## src/source/dcache_pkg.sv

```systemverilog
// Cache geometry constants, vector types and port structs for the data cache
`default_nettype none

package dcache_pkg;

    // Geometry
    localparam int ADDR_W          = 32;
    localparam int WORD_W          = 32;
    localparam int WORDS_PER_BLOCK = 4;
    localparam int BLOCK_W         = WORD_W * WORDS_PER_BLOCK;
    localparam int WAYS            = 4;
    localparam int SETS            = 16;

    // Address split: tag | index | word select | byte offset
    localparam int BYTE_OFF_W = 2;
    localparam int WORD_SEL_W = $clog2(WORDS_PER_BLOCK);
    localparam int INDEX_W    = $clog2(SETS);
    localparam int TAG_W      = ADDR_W - INDEX_W - WORD_SEL_W - BYTE_OFF_W;

    typedef logic [ADDR_W-1:0]       addr_t;
    typedef logic [WORD_W-1:0]       word_t;
    typedef logic [BLOCK_W-1:0]      block_t;
    typedef logic [TAG_W-1:0]        tag_t;
    typedef logic [INDEX_W-1:0]      index_t;
    typedef logic [WORD_SEL_W-1:0]   word_sel_t;
    typedef logic [$clog2(WAYS)-1:0] way_t;

    // Core request, one aligned word per access
    typedef struct packed {
        logic  valid;
        logic  store;
        addr_t addr;
        word_t wdata;
    } core_req_t;

    // Load data back to the core
    typedef struct packed {
        logic  valid;
        word_t rdata;
    } core_resp_t;

    // Block read request towards L2
    typedef struct packed {
        logic  valid;
        addr_t addr;
    } l2_read_t;

    // Full block transfer, write-back out or fill in
    typedef struct packed {
        logic   valid;
        addr_t  addr;
        block_t block;
    } l2_block_t;

endpackage

`default_nettype wire
```

## src/source/miss_control.sv

```systemverilog
// Request acceptance, miss handling FSM with eviction, fill and replay, load response
`timescale 1ns/1ps
`default_nettype none

module miss_control
    import dcache_pkg::*;
(
    input  wire logic      clk,
    input  wire logic      rst_n,
    input  wire core_req_t req,
    input  wire l2_block_t l2_fill,
    input  wire logic      hit,
    input  wire way_t      hit_way,
    input  wire word_t     read_word,
    input  wire way_t      victim_way,
    input  wire logic      victim_dirty,
    input  wire addr_t     victim_addr,
    input  wire block_t    victim_block,
    output logic           blocked,
    output addr_t          lookup_addr,
    output word_t          store_data,
    output way_t           fill_way,
    output logic           fill_en,
    output logic           store_en,
    output logic           touch,
    output core_resp_t     resp,
    output l2_read_t       l2_rd,
    output l2_block_t      l2_wr
);

    typedef enum logic [1:0] {IDLE, MISS, WAIT_FILL, REPLAY} state_t;

    state_t    state_q;
    state_t    state_d;
    core_req_t req_q;
    way_t      fill_way_q;
    logic      accept;
    logic      cur_store;
    logic      serve;
    logic      resp_valid_q;
    word_t     resp_data_q;

    assign accept    = (state_q == IDLE) && req.valid;
    assign blocked   = (state_q != IDLE);

    // Live request while idle, the captured one during a miss
    assign lookup_addr = (state_q == IDLE) ? req.addr  : req_q.addr;
    assign store_data  = (state_q == IDLE) ? req.wdata : req_q.wdata;
    assign cur_store   = (state_q == IDLE) ? req.store : req_q.store;

    // Hit on a new request or on the replay after a fill
    assign serve    = (accept || state_q == REPLAY) && hit;
    assign touch    = serve;
    assign store_en = serve && cur_store;
    assign fill_en  = (state_q == WAIT_FILL) && l2_fill.valid;
    assign fill_way = fill_way_q;

    always_comb begin
        state_d = state_q;
        case (state_q)
            IDLE:      if (accept && !hit) state_d = MISS;
            MISS:      state_d = WAIT_FILL;
            WAIT_FILL: if (l2_fill.valid) state_d = REPLAY;
            REPLAY:    state_d = IDLE;
            default:   state_d = IDLE;
        endcase
    end

    always_ff @(posedge clk or negedge rst_n) begin
        if (!rst_n) begin
            state_q      <= IDLE;
            fill_way_q   <= '0;
            resp_valid_q <= 1'b0;
        end else begin
            state_q      <= state_d;
            resp_valid_q <= serve && !cur_store;
            if (accept && !hit) begin
                fill_way_q <= victim_way;
            end
        end
    end

    always_ff @(posedge clk) begin
        if (accept && !hit) begin
            req_q <= req;
        end
        if (serve && !cur_store) begin
            resp_data_q <= read_word;
        end
    end

    always_comb begin
        resp.valid = resp_valid_q;
        resp.rdata = resp_data_q;
    end

    // Both L2 requests go out in the single MISS cycle
    always_comb begin
        l2_rd.valid = (state_q == MISS);
        l2_rd.addr  = {req_q.addr[ADDR_W-1:WORD_SEL_W + BYTE_OFF_W],
                       {(WORD_SEL_W + BYTE_OFF_W){1'b0}}};
        l2_wr.valid = (state_q == MISS) && victim_dirty;
        l2_wr.addr  = victim_addr;
        l2_wr.block = victim_block;
    end

endmodule

`default_nettype wire

```

## config.mk

```make
export PLATFORM = sky130hd
export DESIGN_NAME = miss_control
export DESIGN_NICKNAME = d
export VERILOG_FILES = /design/src/source/dcache_pkg.sv /design/src/source/miss_control.sv
export SDC_FILE = /design/constraint.sdc
export NUM_CORES = 1
export LEC_CHECK = 0
export BUFFER_PORTS_ARGS = -buffer_cell sky130_fd_sc_hd__buf_2
export CAP_MARGIN = 10
export CORE_AREA = 4 4 281 283
export DETAILED_ROUTE_END_ITERATION = 7
export DIE_AREA = 0 0 285 287
export GPL_TIMING_DRIVEN = 0
export PLACE_DENSITY = 0.3
export SKIP_CTS_REPAIR_TIMING = 1
export SLEW_MARGIN = 10
export SYNTH_ARGS = -nofsm -noshare
export SYNTH_HDL_FRONTEND = slang
export SYNTH_SLANG_ARGS = --single-unit
```

## constraint.sdc

```tcl
create_clock -name clk -period 3.9 [get_ports clk]
set_input_delay 1.17 -clock clk [delete_from_list [all_inputs] [get_ports clk]]
set_output_delay 1.17 -clock clk [all_outputs]
set_load 0.005 [all_outputs]
```

==> results of run 1 <==
## metrics by stage
stage / cell area, sq um / setup slack [ns] / hold slack [ns] / instances / power, W
global route: 9240 / 0.276 / 0.537 / 1854 / 0.00437
finish: 9250 / 0.496 / 0.526 / 1855 / 0.00405
global placement: 8860 / -0.403 / 0.506 / 1834 / 0.00316
CTS: 9240 / 0.300 / 0.529 / 1854 / 0.00425
floorplan: 5570 / 0.575 / 0.507 / 397 / 0.00232
detailed placement: 8950 / 0.546 / 0.503 / 1838 / 0.00317
## worst paths after layout
kind,slack [ns],depth (start not counted),end,from
worst min-delay path,0.53,1,fill_way[0],fill_way[0]
max in group asynchronous,3.16,1,fill_way[1],rst_n
worst max register to register,1.66,7,resp_data_q[15],state_q[0]
worst min register to register,0.53,1,fill_way[0],fill_way[0]
worst max-delay path,0.50,6,lookup_addr[16],state_q[0]
min in group asynchronous,0.59,1,resp_valid_q,rst_n
## final cells by class
class / count / area (sq um)
fill: 8754 / 67500
sequential: 102 / 3040
timing repair buffer: 401 / 2070
buffer: 201 / 1510
tap: 1040 / 1300
multi-input combinational: 90 / 1010
clock buffer: 9 / 225
clock inverter: 7 / 66.3
inverter: 4 / 15.0
antenna: 1 / 2.50
## state kept, by name, summed over array words and instances (netlist names)
register / flops
resp_valid_q: 1
l2_rd: 28
req_q: 37
resp_data_q: 32
fill_way: 2
state_q: 2
## power breakdown
part | total, W | switching (W) | internal, W | leakage, nW
Combinational | 0.00166 | 0.000779 | 0.000883 | 3.02
Clock | 0.000984 | 0.000532 | 0.000452 | 0.143
Sequential | 0.00141 | 0.0000476 | 0.00136 | 0.944
## layer usage
metal | part of all wire [%] | vias to the layer above | GRT usage [%]
li1 | - | 1989 | -
met1 | 41 | 2005 | 6.66
met2 | 46 | 307 | 8.98
met3 | 12 | 22 | 3.08
met4 | 1.2 | 6 | 1.65
met5 | 0.13 | - | 0
## placed cells by master, fill, tap and decap left out
cell       synthesis  routed
a21oi_2            1       1
a2bb2oi_1          1       1
and2_1             3       3
buf_12             0       3
buf_16             0       1
buf_2              4     401
buf_4            193     193
buf_6              4       4
clkbuf_16          0       9
clkinv_1           0       1
clkinv_4           0       1
clkinv_8           0       1
conb_1             1       4
dfrtp_1            5       5
diode_2            0       1
edfxtp_1          97      97
ha_1               5       5
inv_1              4       4
inv_6              0       3
inv_8              0       1
mux2_2            47      47
mux2_4            20      20
mux2i_1            1       1
nand2_1            1       1
nand2b_1           1       1
nor2_1             2       2
nor2b_1            2       1
nor2b_4            1       2
o21ai_0            1       1
## cell families (layout without fill, tap and decap cells)
logic type,count (synthesis),in the layout
simple gates,10,10
buf+inv,205,622
fa+ha+maj,5,5
mux,68,68
compound gates,3,3
other cells,1,5
flops,102,102
==> results.sh, run 1 <==
export IMPL_synth_xor_area_share_pct=0
export IMPL_final_core_util_pct=12.1
export IMPL_powerDensity_nw_per_um2=438
export IMPL_rows=102
export IMPL_synth_top_area_share_pct=52.4
export IMPL_worst_pin_slew_ns=0.579
export IMPL_ys_seq_area_share_pct=54.7
export IMPL_hold_viol=0
export IMPL_grt_usage_pct=5.68
export IMPL_synth_area_leaders="edfxtp_1, buf_4, mux2_2"
export IMPL_drc=0
export IMPL_rsz0062_at_grt="no"
export IMPL_ys_top_cells_by_count="buf_4, edfxtp_1, mux2_2"
export IMPL_grt_pass1_wl_mm=33.0
export IMPL_clock_path_buffers=2
export IMPL_synth_most_common_cell="buf_4"
export IMPL_synthArstFlopShare_pct=4.90
export IMPL_antenna_found_initial=6
export IMPL_cpMostUsedCell="buf_2"
export IMPL_place_congestion=0.796
export IMPL_htree_num_levels=3
export IMPL_fmax_mhz=294
export IMPL_cp_start_kind="register"
export IMPL_synth_simple_area_share_pct=1.13
export IMPL_synth_edff_count=97
export IMPL_finalNetCount=1241
export IMPL_worst_ep_required_time_ns=2.73
export IMPL_worstSetupPathType="register to output pin"
export IMPL_ir_drop_mv=0.181
export IMPL_drtIter0Drc=65
export IMPL_skew_ns=0.0256
export IMPL_clkTransAtPathRegs_ns=0.10
export IMPL_hp_class="register to register"
export IMPL_root_buffer="clkbuf_16"
export IMPL_setup_violations_final=0
export IMPL_relSlewSlack_pct=61.0
export IMPL_cp_num_buf_inv=4
export IMPL_syn_inst=394
export IMPL_status="complete, no violations"
export IMPL_cts_buffers=9
export IMPL_portBuffers=397
export IMPL_drv_cap=0
export IMPL_wirelength_mm=24.6
export IMPL_maxSlewViolCount=0
export IMPL_drive_gt1_share_pct=84.4
export IMPL_synth_area_leader_cell="edfxtp_1"
export IMPL_ant_nets=0
export IMPL_fin_crit_sh_pct=87.3
export IMPL_grt_overflow_total=0
export IMPL_leakage_nw=4.10
export IMPL_cp_end_kind="output pin"
export IMPL_io_pins=724
export IMPL_dr_pass1_iters=4
export IMPL_ys_seq_elements=102
export IMPL_critPathTopFamily="buffers and inverters"
export IMPL_crit_slowest_cell="dfrtp_1"
export IMPL_yosys_warnings=0
export IMPL_chipWidth_um=285
export IMPL_avgSynthCellArea_sq_um=14.1
export IMPL_synthFlopType="edfxtp_1"
export IMPL_cts_tree="done"
export IMPL_cts_sinks=102
export IMPL_vias=4329
export IMPL_cp_arrival_ns=2.23
export IMPL_area_delta_synth_final_pct=66.4
export IMPL_slowest_delay_ns=0.43
export IMPL_wl_per_cell_um=13.3
export IMPL_initial_utilization_pct=7.25
export IMPL_clock_latency_ns=0.39
export IMPL_synth_cell_types=20
export IMPL_die_h_um=287
export IMPL_dp_hpwl_mm=20.7
export IMPL_synth_fa_ha_area_share_pct=1.13
export IMPL_synth_area_sq_um=5560
export IMPL_tns_ns=0
export IMPL_grt_pass1_vias=4550
export IMPL_dieArea_sq_um=81800
export IMPL_synth_compound_area_share_pct=0.405
export IMPL_yosys_mux_area_fraction_pct=15.1
export IMPL_synth_top_family_by_area="buffers and inverters"
export IMPL_cp_max_fo=10
export IMPL_grt_max_degree=28
export IMPL_cp_cell_sequence="inv_1 -> ha_1 -> buf_6 -> buf_2 -> mux2_2 -> buf_2"
export IMPL_fin_crit_ns=3.40
export IMPL_core_sq_um=76700
export IMPL_via_per_inst=2.33
No activity file was read; power rests on OpenSTA's default activity.
==> run 2, diff against run 1 <==
--- a/config.mk
+++ b/config.mk
@@ -8,9 +8,11 @@
 export BUFFER_PORTS_ARGS = -buffer_cell sky130_fd_sc_hd__buf_2
 export CAP_MARGIN = 10
 export CORE_AREA = 4 4 281 283
+export CTS_CLUSTER_DIAMETER = 40
 export DETAILED_ROUTE_END_ITERATION = 7
 export DIE_AREA = 0 0 285 287
 export GPL_TIMING_DRIVEN = 0
+export MAX_ROUTING_LAYER = met4
 export PLACE_DENSITY = 0.3
 export SKIP_CTS_REPAIR_TIMING = 1
 export SLEW_MARGIN = 10
==> run 2 against run 1 <==
Clock skew barely moved; wire length barely moved; combinational power barely moved; critical path type unchanged; power about the same; non-clock buffer count unchanged; flip-flop and latch count unchanged; final cell count is 0.16% higher; die area unchanged; first-iteration DRC count decreased by 14%; global-route usage is 0.16 points higher; sequential share of layout area about the same; critical endpoint unchanged.
==> results.sh, run 2 (synthesized netlist as in run 1, its figures left out) <==
export IMPL_status="complete, no violations"
export IMPL_drive_gt1_share_pct=84.4
export IMPL_wl_per_cell_um=13.3
export IMPL_grt_usage_pct=5.84
export IMPL_nFillCells=8750
export IMPL_final_core_util_pct=12.1
export IMPL_fin_cells=1858
export IMPL_grt_pass1_wl_mm=32.9
export IMPL_ant_nets=0
export IMPL_portBuffers=397
export IMPL_cp_arrival_ns=2.23
export IMPL_rsz0062_at_grt="no"
export IMPL_initial_utilization_pct=7.25
export IMPL_largest_reg_flops=37
export IMPL_p_sw_share_pct=33.5
export IMPL_clock_path_buffers=2
export IMPL_relSlewSlack_pct=61.0
export IMPL_fin_crit_ns=3.40
export IMPL_pre_cts_ws_ns=0.546
export IMPL_core_sq_um=76700
export IMPL_dp_hpwl_mm=20.7
export IMPL_cp_start_kind="register"
export IMPL_grt_pass1_vias=4595
export IMPL_rows=102
export IMPL_grt_max_degree=28
export IMPL_p_comb_share_pct=41.0
export IMPL_worst_hold_slack_ns=0.525
export IMPL_dp_cells=1838
export IMPL_antenna_found_initial=6
export IMPL_via_per_inst=2.34
export IMPL_dr_pass1_iters=4
export IMPL_cp_end_kind="output pin"
export IMPL_clkTransAtPathRegs_ns=0.10
export IMPL_cts_tree="done"
export IMPL_ir_drop_mv=0.181
export IMPL_cp_max_fo=10
export IMPL_tns_ns=0
export IMPL_drtIter0Drc=56
export IMPL_root_buffer="clkbuf_16"
export IMPL_worst_pin_slew_ns=0.579
export IMPL_worstSetupPathType="register to output pin"
export IMPL_cts_buffers=9
export IMPL_htree_num_levels=3
export IMPL_finalWorstSetupSlack_ns=0.496
export IMPL_fin_crit_sh_pct=87.3
export IMPL_wirelength_mm=24.6
export IMPL_chipWidth_um=285
export IMPL_skew_ns=0.0251
export IMPL_grt_overflow_total=0
export IMPL_layout_common_cells="buf_2, buf_4, edfxtp_1, mux2_2, mux2_4"
export IMPL_internal_power_w=0.00269
export IMPL_hold_viol=0
export IMPL_drc=0
export IMPL_vias=4343
export IMPL_hp_class="register to register"
export IMPL_drv_cap=0
export IMPL_leakage_nw=4.10
export IMPL_top_register="req_q"
export IMPL_clock_latency_ns=0.39
export IMPL_area_delta_synth_final_pct=66.5
export IMPL_maxSlewViolCount=0
export IMPL_worst_ep_required_time_ns=2.73
export IMPL_fmax_mhz=294
export IMPL_final_common_cell="buf_2"
export IMPL_dieArea_sq_um=81800
export IMPL_power_frac_seq_pct=34.7
export IMPL_io_pins=724
export IMPL_powerDensity_nw_per_um2=438
export IMPL_power_switching_w=0.00136
export IMPL_place_congestion=0.808
export IMPL_cts_sinks=102
export IMPL_die_h_um=287
export IMPL_setup_violations_final=0
export IMPL_finalNetCount=1241
export IMPL_p_clk_share_pct=24.3
==> run 2: changes by cell type in the layout (fill, tap and decap cells not counted), sizes merged <==
cell | before | now
diode | 1 | 4
==> run 2: power groups by stage <==
stage	Combinational, W	Sequential, W	Clock [W]
6_report	0.00166	0.00141	0.000984
5_1_grt	0.00182	0.00142	0.00113
4_1_cts	0.00175	0.00141	0.00109
3_5_place_dp	0.00174	0.00143	0
3_3_place_gp	0.00172	0.00144	0
2_1_floorplan	0.000892	0.00143	0
==> run 2: final timing paths <==
kind	start	to	slack (ns)	cells after the start
worst max-delay path	state_q[0]	lookup_addr[16]	0.50	6
worst max register to register	state_q[0]	resp_data_q[15]	1.66	7
max in group asynchronous	rst_n	fill_way[1]	3.16	1
worst min register to register	fill_way[0]	fill_way[0]	0.53	1
worst min-delay path	fill_way[0]	fill_way[0]	0.53	1
min in group asynchronous	rst_n	resp_valid_q	0.59	1
==> run 2: critical path, stage by stage (launching register included) <==
cell and delay, ns:
dfrtp_1 0.43, inv_1 0.12, ha_1 0.17, buf_6 0.16, buf_2 0.41, mux2_2 0.41, buf_2 0.14
==> run 2: area by class of cell <==
type                    instances  area (sq um)  area share, %
clock inverters                 7          66.3          0.717
clock buffers                   9           225           2.43
multi-input cells              90          1010           10.9
plain buffers                 201          1510           16.4
well taps                    1040          1300           14.1
inverters                       4          15.0          0.162
flip-flops and latches        102          3040           32.8
repair buffers                401          2070           22.4
diodes                          4          10.0          0.108
==> run 2: per-stage QoR <==
stage	total power, W	instance area [sq um]
3_5_place_dp	0.00317	8950
2_1_floorplan	0.00232	5570
3_3_place_gp	0.00316	8860
4_1_cts	0.00425	9240
5_1_grt	0.00437	9250
6_report	0.00405	9250
==> run 2: metal layers <==
metal | vias to the layer above | part of all wire (%) | track usage (%)
met5 | - | 0 | -
met4 | 0 | 1.2 | 1.65
met3 | 14 | 9.7 | 2.78
met2 | 305 | 46 | 8.98
met1 | 2028 | 43 | 6.83
li1 | 1996 | - | -
==> run 3, diff against run 2 <==
--- a/config.mk
+++ b/config.mk
@@ -7,15 +7,15 @@
 export LEC_CHECK = 0
 export BUFFER_PORTS_ARGS = -buffer_cell sky130_fd_sc_hd__buf_2
 export CAP_MARGIN = 10
-export CORE_AREA = 4 4 281 283
+export CORE_AREA = 4 4 279 281
 export CTS_CLUSTER_DIAMETER = 40
 export DETAILED_ROUTE_END_ITERATION = 7
-export DIE_AREA = 0 0 285 287
+export DIE_AREA = 0 0 283 285
 export GPL_TIMING_DRIVEN = 0
 export MAX_ROUTING_LAYER = met4
 export PLACE_DENSITY = 0.3
+export SETUP_SLACK_MARGIN = 0.3
 export SKIP_CTS_REPAIR_TIMING = 1
-export SLEW_MARGIN = 10
 export SYNTH_ARGS = -nofsm -noshare
 export SYNTH_HDL_FRONTEND = slang
 export SYNTH_SLANG_ARGS = --single-unit
==> constraint.sdc (replaced) <==
create_clock -name clk -period 3.02 [get_ports clk]
set_input_delay 0.906 -clock clk [delete_from_list [all_inputs] [get_ports clk]]
set_output_delay 0.906 -clock clk [all_outputs]
set_load 0.005 [all_outputs]
==> run 3 against run 2 <==
Count of clock-buffer cells in the layout is the same; register-to-register slack lost 1.0 ns; sequential power grew 29%; cell area grew 4.8%; sequential share of layout area shrank 1.5 points; non-clock buffer count grew 13; power grew 48%; wire length shrank 4.2%; first-iteration DRC count grew 11%; via count shrank 0.99%; combinational power grew 70%; final cell count shrank 2.9%; critical path type unchanged; largest power group unchanged.
==> results.sh, run 3 (synthesized netlist as in run 1, its figures left out) <==
export IMPL_worst_r2r_path_depth=8
export IMPL_drive_gt1_share_pct=85.4
export IMPL_wl_per_cell_um=13.1
export IMPL_via_per_inst=2.38
export IMPL_grt_max_degree=28
export IMPL_cts_buffers=9
export IMPL_place_congestion=0.761
export IMPL_rsz0062_at_grt="yes"
export IMPL_ir_drop_mv=0.275
export IMPL_layout_common_cells="buf_2, buf_4, edfxtp_1, mux2_2, mux2_4"
export IMPL_antenna_cells=0
export IMPL_io_pins=724
export IMPL_worst_pin_slew_ns=0.837
export IMPL_die_h_um=285
export IMPL_hold_viol=0
export IMPL_final_common_cell="buf_2"
export IMPL_largest_reg_flops=37
export IMPL_cp_num_buf_inv=5
export IMPL_slowest_delay_ns=0.43
export IMPL_rows=101
export IMPL_antenna_found_initial=0
export IMPL_cpMostUsedCell="buf_12"
export IMPL_crit_path_start="state_q[1]"
export IMPL_root_buffer="clkbuf_16"
export IMPL_tns_ns=0
export IMPL_cp_depth=7
export IMPL_chipWidth_um=283
export IMPL_drv_cap=0
export IMPL_dp_cells=1775
export IMPL_dieArea_sq_um=80700
export IMPL_grt_overflow_total=0
export IMPL_wirelength_mm=23.6
export IMPL_setup_violations_final=0
export IMPL_relSlewSlack_pct=44.1
export IMPL_fin_crit_sh_pct=96.1
export IMPL_worst_ep_required_time_ns=2.11
export IMPL_worst_hold_slack_ns=0.312
export IMPL_crit_slowest_cell="dfrtp_1"
export IMPL_initial_utilization_pct=7.37
export IMPL_fin_cells=1805
export IMPL_critPathTopFamily="buffers and inverters"
export IMPL_skew_ns=0.0219
export IMPL_dr_pass1_iters=4
export IMPL_seqCellArea_sq_um=3040
export IMPL_finalNetCount=1254
export IMPL_drtIter0Drc=62
export IMPL_cp_arrival_ns=2.00
export IMPL_clock_path_buffers=2
export IMPL_dp_hpwl_mm=19.4
export IMPL_leakage_nw=4.34
export IMPL_maxSlewViolCount=0
export IMPL_hp_class="input pin to asynchronous set/reset pin"
export IMPL_worstSetupPathType="register to output pin"
export IMPL_drc=0
export IMPL_rr_startpoint="state_q[1]"
export IMPL_cp_start_kind="register"
export IMPL_top_register="req_q"
export IMPL_fin_crit_ns=2.90
export IMPL_cts_tree="done"
export IMPL_grt_pass1_wl_mm=31.7
export IMPL_clkTransAtPathRegs_ns=0.09
export IMPL_multi_input_area_sq_um=1090
export IMPL_core_sq_um=75400
export IMPL_grt_pass1_vias=4570
export IMPL_area_delta_synth_final_pct=74.5
export IMPL_ant_nets=0
export IMPL_powerDensity_nw_per_um2=619
export IMPL_status="complete, no violations"
export IMPL_cp_end_kind="output pin"
export IMPL_nFillCells=8593
export IMPL_cp_max_fo=7
export IMPL_portBuffers=397
export IMPL_fmax_mhz=344
export IMPL_grt_usage_pct=5.68
export IMPL_clock_latency_ns=0.39
export IMPL_final_core_util_pct=12.9
export IMPL_cp_cell_sequence="inv_2 -> ha_4 -> buf_12 -> buf_12 -> buf_12 -> mux2_4 -> buf_6"
export IMPL_vias=4300
export IMPL_total_power_w=0.00600
export IMPL_cts_sinks=102
export IMPL_htree_num_levels=3
run 3: changes by cell type in the layout (fill, tap and decap cells not counted), sizes merged:
cell and delta:
inv -1, diode -4, clkbuf +4, buf +9, bufinv +1
run 3: final timing paths:
check | endpoint | slack, ns
worst max register to register | resp_data_q[15] | 0.61
worst min register to register | fill_way[1] | 0.52
max in group asynchronous | state_q[1] | 2.57
worst max-delay path | store_data[27] | 0.12
min in group clk | fill_way[1] | 0.52
worst min-delay path | resp_valid_q | 0.31
run 3: stage by stage:
step | setup WS, ns | area, sq um
final | 0.117 | 9700
after global routing | -0.00260 | 9700
after CTS | -0.335 | 9180
after detailed placement | 0.00150 | 8850
after global placement | -0.567 | 8780
after floorplan | 0.446 | 5570
run 3: layout make-up:
class,instances,area share [%]
tap,978,12.6
inverter,4,0.155
clock inverter,7,1.01
clock buffer,9,2.32
sequential,102,31.3
timing repair buffer,414,25.0
buffer,201,16.4
multi-input combinational,90,11.2
run 3: where the power goes:
part           total, W  internal, W  switching (W)
Clock           0.00136     0.000673       0.000684
Combinational   0.00283      0.00166        0.00117
Sequential      0.00182      0.00175      0.0000638
run 3: worst register-to-register path: stages (launching register included):
cell and delay, ns:
dfrtp_1 0.43, inv_2 0.10, ha_4 0.14, buf_12 0.14
buf_12 0.17, buf_8 0.16, mux2i_2 0.23, nor2b_4 0.51
buf_16 0.23
run 3: routing by layer:
metal,track usage (%),part of all wire [%]
met1,5.99,38
met2,9.22,49
met3,2.95,11
met4,1.86,1.7
met5,-,0
